`src/source/rv_consts.svh`:
```
`ifndef RV_CONSTS_SVH
`define RV_CONSTS_SVH

// RV64 widths, fixed by the ISA
`define XLEN       64   // register and immediate width
`define ILEN       32   // instruction word
`define NUM_REGS   32   // x0..x31
`define REG_ADDR_W 5    // rs1/rs2/rd field
`define ALU_OP_W   6    // decoded operation code

`endif

```
`src/source/pipeCtrlPkg.sv`:
```
`include "rv_consts.svh"

package pipeCtrlPkg;

    typedef logic [`XLEN-1:0] xlenDataT;

    // operation codes handed to the execute stage
    typedef enum logic [`ALU_OP_W-1:0] {
        NOP    = 6'd0,
        SLL    = 6'd1,
        SRL    = 6'd2,
        SRA    = 6'd3,
        ADD    = 6'd4,  // also load/store address
        SUB    = 6'd5,
        DIV    = 6'd6,
        DIVU   = 6'd7,
        REM    = 6'd8,
        REMU   = 6'd9,
        MUL    = 6'd10,
        MULH   = 6'd11,
        MULHU  = 6'd12,
        MULHSU = 6'd13,
        XOR_OP = 6'd14,
        OR_OP  = 6'd15,
        AND_OP = 6'd16,
        SLT    = 6'd17,
        SLTU   = 6'd18,
        AUIPC  = 6'd19,
        LUI    = 6'd20,
        JALR   = 6'd21,
        JAL    = 6'd22,
        BEQ    = 6'd23,
        BNE    = 6'd24,
        BLT    = 6'd25,
        BGE    = 6'd26,
        BLTU   = 6'd27,
        BGEU   = 6'd28,
        ECALL  = 6'd29,
        SLLW   = 6'd33, // word ops from here on
        SRLW   = 6'd34,
        SRAW   = 6'd35,
        ADDW   = 6'd36,
        SUBW   = 6'd37,
        DIVW   = 6'd38,
        DIVUW  = 6'd39,
        REMW   = 6'd40,
        REMUW  = 6'd41,
        MULW   = 6'd42
    } aluOpE;

    typedef enum logic [1:0] {
        ALU = 2'd0,
        MEM = 2'd1,
        PC4 = 2'd2  // link value for jumps
    } resultSrcE;

    // {kind, funct3}, kind 01 = load, 10 = store
    typedef logic [4:0] memSizeT;

endpackage

```
`src/source/rvIsaPkg.sv`:
```
`include "rv_consts.svh"

package rvIsaPkg;

    typedef logic [`ILEN-1:0]       instrT;
    typedef logic [`REG_ADDR_W-1:0] regAddrT;

    // major opcodes, instr[6:0]
    typedef enum logic [6:0] {
        LOAD      = 7'd3,
        OP_IMM    = 7'd19,
        AUIPC     = 7'd23,
        OP_IMM_32 = 7'd27,
        STORE     = 7'd35,
        OP        = 7'd51,
        LUI       = 7'd55,
        OP_32     = 7'd59,
        BRANCH    = 7'd99,
        JALR      = 7'd103,
        JAL       = 7'd111,
        SYSTEM    = 7'd115
    } opcodeE;

    // immediate layouts
    typedef enum logic [2:0] {
        NONE,
        I,
        S,
        B,
        U,
        J
    } immFmtE;

endpackage

```
`src/source/stageIfs.sv`:
```
`timescale 1ns/1ps

// decoded control of one lane
interface decodeCtrlIf
    import rvIsaPkg::*, pipeCtrlPkg::*;
();
    logic      regWrite;
    resultSrcE resultSrc;
    memSizeT   memSize;
    aluOpE     aluControl;
    logic      aluSrc;     // 1 selects imm as operand b
    xlenDataT  imm;
    regAddrT   rs1;
    regAddrT   rs2;
    regAddrT   rd;
    logic      jump;
    logic      branch;
    logic      ecall;

    modport dec (
        output regWrite, resultSrc, memSize, aluControl, aluSrc, imm,
        output rs1, rs2, rd, jump, branch, ecall
    );
    modport user (
        input regWrite, resultSrc, memSize, aluControl, aluSrc, imm,
        input rs1, rs2, rd, jump, branch, ecall
    );
endinterface


```
`src/source/immGen.sv`:
```
`timescale 1ns/1ps
`include "rv_consts.svh"

module immGen
    import rvIsaPkg::*, pipeCtrlPkg::*;
(
    input  instrT    instr,
    input  immFmtE   fmt,
    output xlenDataT imm
);

    logic sign;

    assign sign = instr[31];    // every format sign-extends from bit 31

    always_comb begin
        case (fmt)
            I: imm = {{(`XLEN-12){sign}}, instr[31:20]};
            S: imm = {{(`XLEN-12){sign}}, instr[31:25], instr[11:7]};
            B: imm = {{(`XLEN-12){sign}}, instr[7], instr[30:25], instr[11:8], 1'b0};
            U: imm = {{(`XLEN-32){sign}}, instr[31:12], 12'b0};
            J: imm = {{(`XLEN-20){sign}}, instr[19:12], instr[20], instr[30:21], 1'b0};
            default: imm = '0;  // NONE
        endcase
    end

endmodule

```
`src/source/instrDecoder.sv`:
```
`timescale 1ns/1ps

module instrDecoder
    import rvIsaPkg::*, pipeCtrlPkg::*;
(
    input  instrT           instr,
    input  logic            decodeEnable,
    decodeCtrlIf.dec        ctrl
);

    immFmtE     fmt;
    logic [2:0] funct3;
    logic [6:0] funct7;

    assign funct3 = instr[14:12];
    assign funct7 = instr[31:25];

    immGen i_immGen (
        .instr (instr),
        .fmt   (fmt),
        .imm   (ctrl.imm)   // fmt stays NONE while disabled
    );

    always_comb begin
        fmt             = NONE;
        ctrl.regWrite   = 1'b0;
        ctrl.resultSrc  = ALU;
        ctrl.memSize    = '0;
        ctrl.aluControl = NOP;
        ctrl.aluSrc     = 1'b0;
        ctrl.rs1        = '0;
        ctrl.rs2        = '0;
        ctrl.rd         = '0;
        ctrl.jump       = 1'b0;
        ctrl.branch     = 1'b0;
        ctrl.ecall      = 1'b0;

        if (decodeEnable) begin
            case (opcodeE'(instr[6:0]))
                LOAD: begin
                    fmt             = I;
                    ctrl.regWrite   = 1'b1;
                    ctrl.resultSrc  = MEM;
                    ctrl.memSize    = {2'b01, funct3};
                    ctrl.aluSrc     = 1'b1;
                    ctrl.rs1        = instr[19:15];
                    ctrl.rd         = instr[11:7];
                    ctrl.aluControl = ADD;  // address calc
                end
                OP_IMM, OP_IMM_32: begin
                    fmt           = I;
                    ctrl.regWrite = 1'b1;
                    ctrl.aluSrc   = 1'b1;
                    ctrl.rs1      = instr[19:15];
                    ctrl.rd       = instr[11:7];
                    if (instr[6:0] == OP_IMM) begin
                        case (funct3)
                            3'b000: ctrl.aluControl = ADD;
                            3'b001: ctrl.aluControl = SLL;
                            3'b010: ctrl.aluControl = SLT;
                            3'b011: ctrl.aluControl = SLTU;
                            3'b100: ctrl.aluControl = XOR_OP;
                            3'b101: begin
                                // shamt is 6 bits on RV64, so funct6
                                if (instr[31:26] == 6'b000000) ctrl.aluControl = SRL;
                                if (instr[31:26] == 6'b010000) ctrl.aluControl = SRA;
                            end
                            3'b110: ctrl.aluControl = OR_OP;
                            default: ctrl.aluControl = AND_OP;
                        endcase
                    end else begin
                        case (funct3)
                            3'b000: ctrl.aluControl = ADDW;
                            3'b001: ctrl.aluControl = SLLW;
                            3'b101: begin
                                if (funct7 == 7'b0000000) ctrl.aluControl = SRLW;
                                if (funct7 == 7'b0100000) ctrl.aluControl = SRAW;
                            end
                            default: ctrl.aluControl = NOP;
                        endcase
                    end
                end
                rvIsaPkg::AUIPC, rvIsaPkg::LUI: begin
                    fmt           = U;
                    ctrl.regWrite = 1'b1;
                    ctrl.aluSrc   = 1'b1;
                    ctrl.rd       = instr[11:7];
                    ctrl.aluControl = (instr[6:0] == rvIsaPkg::LUI) ?
                                      pipeCtrlPkg::LUI : pipeCtrlPkg::AUIPC;
                end
                STORE: begin
                    fmt             = S;
                    ctrl.memSize    = {2'b10, funct3};
                    ctrl.aluSrc     = 1'b1;
                    ctrl.rs1        = instr[19:15];
                    ctrl.rs2        = instr[24:20];
                    ctrl.rd         = instr[11:7];  // imm bits, as in the core
                    ctrl.aluControl = ADD;
                end
                OP: begin
                    ctrl.regWrite = 1'b1;
                    ctrl.rs1      = instr[19:15];
                    ctrl.rs2      = instr[24:20];
                    ctrl.rd       = instr[11:7];
                    case ({funct7, funct3})
                        {7'b0000000, 3'b000}: ctrl.aluControl = ADD;
                        {7'b0100000, 3'b000}: ctrl.aluControl = SUB;
                        {7'b0000000, 3'b001}: ctrl.aluControl = SLL;
                        {7'b0000000, 3'b010}: ctrl.aluControl = SLT;
                        {7'b0000000, 3'b011}: ctrl.aluControl = SLTU;
                        {7'b0000000, 3'b100}: ctrl.aluControl = XOR_OP;
                        {7'b0000000, 3'b101}: ctrl.aluControl = SRL;
                        {7'b0100000, 3'b101}: ctrl.aluControl = SRA;
                        {7'b0000000, 3'b110}: ctrl.aluControl = OR_OP;
                        {7'b0000000, 3'b111}: ctrl.aluControl = AND_OP;
                        {7'b0000001, 3'b000}: ctrl.aluControl = MUL;    // M extension
                        {7'b0000001, 3'b001}: ctrl.aluControl = MULH;
                        {7'b0000001, 3'b010}: ctrl.aluControl = MULHSU;
                        {7'b0000001, 3'b011}: ctrl.aluControl = MULHU;
                        {7'b0000001, 3'b100}: ctrl.aluControl = DIV;
                        {7'b0000001, 3'b101}: ctrl.aluControl = DIVU;
                        {7'b0000001, 3'b110}: ctrl.aluControl = REM;
                        {7'b0000001, 3'b111}: ctrl.aluControl = REMU;
                        default:              ctrl.aluControl = NOP;
                    endcase
                end
                OP_32: begin
                    ctrl.regWrite = 1'b1;
                    ctrl.rs1      = instr[19:15];
                    ctrl.rs2      = instr[24:20];
                    ctrl.rd       = instr[11:7];
                    case (funct3)
                        3'b000: begin
                            if (funct7 == 7'b0000000) ctrl.aluControl = ADDW;
                            if (funct7 == 7'b0000001) ctrl.aluControl = MULW;
                            if (funct7 == 7'b0100000) ctrl.aluControl = SUBW;
                        end
                        3'b001: ctrl.aluControl = SLLW;
                        3'b100: ctrl.aluControl = DIVW;
                        3'b101: begin
                            if (funct7 == 7'b0000000) ctrl.aluControl = SRLW;
                            if (funct7 == 7'b0000001) ctrl.aluControl = DIVUW;
                            if (funct7 == 7'b0100000) ctrl.aluControl = SRAW;
                        end
                        3'b110: ctrl.aluControl = REMW;
                        3'b111: ctrl.aluControl = REMUW;
                        default: ctrl.aluControl = NOP;
                    endcase
                end
                BRANCH: begin
                    fmt         = B;
                    ctrl.branch = 1'b1;
                    ctrl.rs1    = instr[19:15];
                    ctrl.rs2    = instr[24:20];
                    case (funct3)
                        3'b000: ctrl.aluControl = BEQ;
                        3'b001: ctrl.aluControl = BNE;
                        3'b100: ctrl.aluControl = BLT;
                        3'b101: ctrl.aluControl = BGE;
                        3'b110: ctrl.aluControl = BLTU;
                        3'b111: ctrl.aluControl = BGEU;
                        default: ctrl.aluControl = NOP;
                    endcase
                end
                rvIsaPkg::JALR, rvIsaPkg::JAL: begin
                    ctrl.regWrite  = 1'b1;
                    ctrl.resultSrc = PC4;
                    ctrl.jump      = 1'b1;
                    ctrl.aluSrc    = 1'b1;
                    ctrl.rd        = instr[11:7];
                    if (instr[6:0] == rvIsaPkg::JALR) begin
                        fmt             = I;
                        ctrl.rs1        = instr[19:15];
                        ctrl.aluControl = pipeCtrlPkg::JALR;
                    end else begin
                        fmt             = J;
                        ctrl.aluControl = pipeCtrlPkg::JAL;
                    end
                end
                SYSTEM: begin
                    if (funct3 == 3'b000 && instr[31:20] == 12'h000) begin
                        ctrl.ecall      = 1'b1;
                        ctrl.aluControl = ECALL;
                    end
                end
                default: ;  // unknown opcode decodes as a bubble
            endcase
        end
    end

endmodule

```
`src/flat_wrapper.sv`:
```
// flat-port wrapper written by rule: the top's interface ports become plain ports
module instrDecoder_flat import rvIsaPkg::*, pipeCtrlPkg::*;
  (instr, decodeEnable, ctrl_regWrite, ctrl_resultSrc, ctrl_memSize, ctrl_aluControl, ctrl_aluSrc, ctrl_imm, ctrl_rs1, ctrl_rs2, ctrl_rd, ctrl_jump, ctrl_branch, ctrl_ecall);
  decodeCtrlIf ctrl_i ();
  input  instrT instr;
  input  logic decodeEnable;
  output wire logic [$bits(ctrl_i.regWrite)-1:0] ctrl_regWrite;
  output wire logic [$bits(ctrl_i.resultSrc)-1:0] ctrl_resultSrc;
  output wire logic [$bits(ctrl_i.memSize)-1:0] ctrl_memSize;
  output wire logic [$bits(ctrl_i.aluControl)-1:0] ctrl_aluControl;
  output wire logic [$bits(ctrl_i.aluSrc)-1:0] ctrl_aluSrc;
  output wire logic [$bits(ctrl_i.imm)-1:0] ctrl_imm;
  output wire logic [$bits(ctrl_i.rs1)-1:0] ctrl_rs1;
  output wire logic [$bits(ctrl_i.rs2)-1:0] ctrl_rs2;
  output wire logic [$bits(ctrl_i.rd)-1:0] ctrl_rd;
  output wire logic [$bits(ctrl_i.jump)-1:0] ctrl_jump;
  output wire logic [$bits(ctrl_i.branch)-1:0] ctrl_branch;
  output wire logic [$bits(ctrl_i.ecall)-1:0] ctrl_ecall;
  assign ctrl_regWrite = ctrl_i.regWrite;
  assign ctrl_resultSrc = ctrl_i.resultSrc;
  assign ctrl_memSize = ctrl_i.memSize;
  assign ctrl_aluControl = ctrl_i.aluControl;
  assign ctrl_aluSrc = ctrl_i.aluSrc;
  assign ctrl_imm = ctrl_i.imm;
  assign ctrl_rs1 = ctrl_i.rs1;
  assign ctrl_rs2 = ctrl_i.rs2;
  assign ctrl_rd = ctrl_i.rd;
  assign ctrl_jump = ctrl_i.jump;
  assign ctrl_branch = ctrl_i.branch;
  assign ctrl_ecall = ctrl_i.ecall;
  instrDecoder u_core (.instr(instr), .decodeEnable(decodeEnable), .ctrl(ctrl_i));
endmodule
```
`config.mk`:
```
export PLATFORM = sky130hd
export DESIGN_NAME = instrDecoder_flat
export DESIGN_NICKNAME = d
export VERILOG_FILES = /design/src/source/pipeCtrlPkg.sv /design/src/source/rvIsaPkg.sv /design/src/source/stageIfs.sv /design/src/source/immGen.sv /design/src/source/instrDecoder.sv /design/src/flat_wrapper.sv
export VERILOG_INCLUDE_DIRS = /design/src /design/src/source
export SDC_FILE = /design/constraint.sdc
export NUM_CORES = 1
export LEC_CHECK = 0
export ABC_AREA = 1
export BUFFER_PORTS_ARGS = -buffer_cell sky130_fd_sc_hd__buf_4
export CAP_MARGIN = 10
export CORE_MARGIN = 2
export CORE_UTILIZATION = 37
export DETAILED_ROUTE_END_ITERATION = 10
export PLACE_DENSITY = 0.74
export SETUP_SLACK_MARGIN = 0.4
export SYNTH_ARGS = -nofsm -noshare
export SYNTH_HDL_FRONTEND = slang
export SYNTH_SLANG_ARGS = --single-unit
```
`constraint.sdc`:
```
create_clock -name vclk -period 10.4
set_input_delay 2.08 -clock vclk [all_inputs]
set_output_delay 2.08 -clock vclk [all_outputs]
set_load 0.03 [all_outputs]
```
==> reports/qor.txt <==
Port bufs: 130
Chip Width: 73.9 um
Clock buf count: 0
Hold Vio Cnt, Final: 0
FFs & Latches: 0
NumNets Final: 487
CTS Hold Buffers Added: 0
Top-count cell post-synth: nand2_1
Starting density of the core: 38.3%
Cell variety after synth: 31
Tightest Pin Transition: 0.359 ns
Final instance area: 2570 um2
Number of global-route vias before repair: 2343
Post-CTS Setup Bufs: 0
Antenna Nets Post-Route: 0
Die ar.: 5460 um2
Status: finished clean
Gr usage total: 23.6%
Row count: 25
Pwr/cell area: 24.2 nW/um2
HP Start: instr[6]
Crit end category: output pin
Final Critical Period: 5.82 ns
Startpoint Class: input port
Initial antenna violation count: 0
Worst Hold Class: in -> out
Slowest CP cell: buf_4
Routed vias: 2630
Ranking of synthesized cells by area: nand2_1, buf_4, nor2_1, nand3_1, inv_1
DR iter-0 viols: 159
Post-Layout Cell Count: 519
Die H: 73.9 um
Max Slew Vio Count: 0
Wire length per cell after detailed routing: 12.8 um
CP Data Required Time: 8.32 ns
Area of the mapped netlist: 1810 um2
Placed Area: 2570 um2
WHS Path Cells: 3
# IOs: 130
Total Negative Setup Slacks: 0 ns
CP Cell Sequence: buf_4 > inv_2 > nand3_1 > nor2_1 > nor2_2 > nand2_1 > nand2_2 > a31oi_2 > buf_4 > buf_4
Seq/Total Area, Yosys: 0%
Syn Nets: 393
Post-CTS sizing: 0
Max Freq: 0.172 GHz
Yosys top cell area share: 14.3%
Core area: 4720 um2
First-pass GRT wire length: 10.7 mm
Maximum VDD drop: 0.0141 mV
Count of final setup violators: 0
Multi-input gate area: 1300 um2
Placed wire-length estimate: 5.62 mm
Fillers: 506
P_leak: 1.59 nW
Synth top cells by count: nand2_1, nor2_1, nand3_1
Max-cap violations: 0
Reg area: 0 um2
Share of cells above drive strength 1: 38.5%
Crit Path Class: in -> out
Unrepaired setup endpoints after global routing: false
RD Place Congestion: 0.921
Ant. Diodes: 0
Critical Path AT: 3.74 ns
Largest net degree at the start of global routing: 34
Vias per cell: 5.07
Fin crit share: 56.0%
Max-slew headroom: 75.9%
Hold path endpoint: ctrl_memSize[4]
Synthesized instance count: 360
Routed wire length: 6.66 mm
Crit-path most repeated cell: buf_4
Area grow syn2layout: 42.5%
Slowest cell delay on critical path: 0.30 ns
Worst-path maximum fanout: 33
Synth area leader: nand2_1
Syn_area_per_cell: 5.02 um2
Dpl cells: 519
Grt ovf: 0
DRC: 0
Synth warn: 0
Post-Route Utilization: 54.5%
Drt pass-1 iters: 4
## power by group
group / total (mW) / internal [mW] / switching (mW) / leakage (nW)
combinational: 0.0622 / 0.0216 / 0.0406 / 1.59
clock: 0 / 0 / 0 / 0
sequential: 0 / 0 / 0 / 0
## worst max-delay path by stage
stage	start	to	cells after the start
global route	instr[6]	ctrl_imm[44]	10
detailed placement	instr[6]	ctrl_imm[43]	10
global placement	instr[6]	ctrl_imm[37]	10
floorplan	instr[1]	ctrl_imm[32]	10
CTS	instr[6]	ctrl_imm[43]	10
finish	instr[6]	ctrl_imm[43]	10
## per-stage QoR
step                      worst slack, ns  power [mW]  hold WS, ns
after floorplan                      3.24      0.0379         4.28
after global placement               4.64      0.0615         4.50
after detailed placement             4.58      0.0616         4.49
after CTS                            4.58      0.0618         4.49
after global routing                 4.44      0.0678         4.50
final                                4.58      0.0622         4.49
## critical path: cells and delay by family
family          cells  cell delay, ns
buf+inv             4            0.76
simple gates        5            0.70
compound gates      1            0.20
## metal layers
metal | routed length (um) | vias up | track usage [%]
met1 | 2860 | 1155 | 30.7
met3 | 548 | 10 | 1.23
met5 | 0 | - | 0
met4 | 112 | 0 | 5.45
met2 | 3130 | 157 | 42.2
li1 | - | 1308 | -
## cells in the final DEF, fill, tap and decap left out
master,count
nand4_1,6
clkinv_1,1
o21ai_0,11
nor2_1,66
nor2_4,1
nor2_2,10
and2_0,1
o211ai_1,9
o21ai_4,1
nor3_1,4
inv_1,42
o21ai_1,2
o21ai_2,1
o22ai_1,4
nor2b_1,1
nor3_2,2
nand3b_1,2
inv_2,11
nand3_1,44
nand2_1,69
inv_4,1
a31oi_2,1
or2_1,1
buf_4,131
a21oi_1,14
a31oi_1,1
nand3_2,3
nand2_4,2
nand2_2,10
## kinds of logic after synthesis
family	share of synthesized area, %
simple gates	56.9
compound gates	14.7
buf+inv	28.5
## cell type report
type / instances / share of cell area (%)
repair buffers: 131 / 38.2
inverters: 55 / 8.11
multi-input cells: 266 / 50.4
well taps: 67 / 3.26
Note: power is estimated with default switching activity, not from simulation.
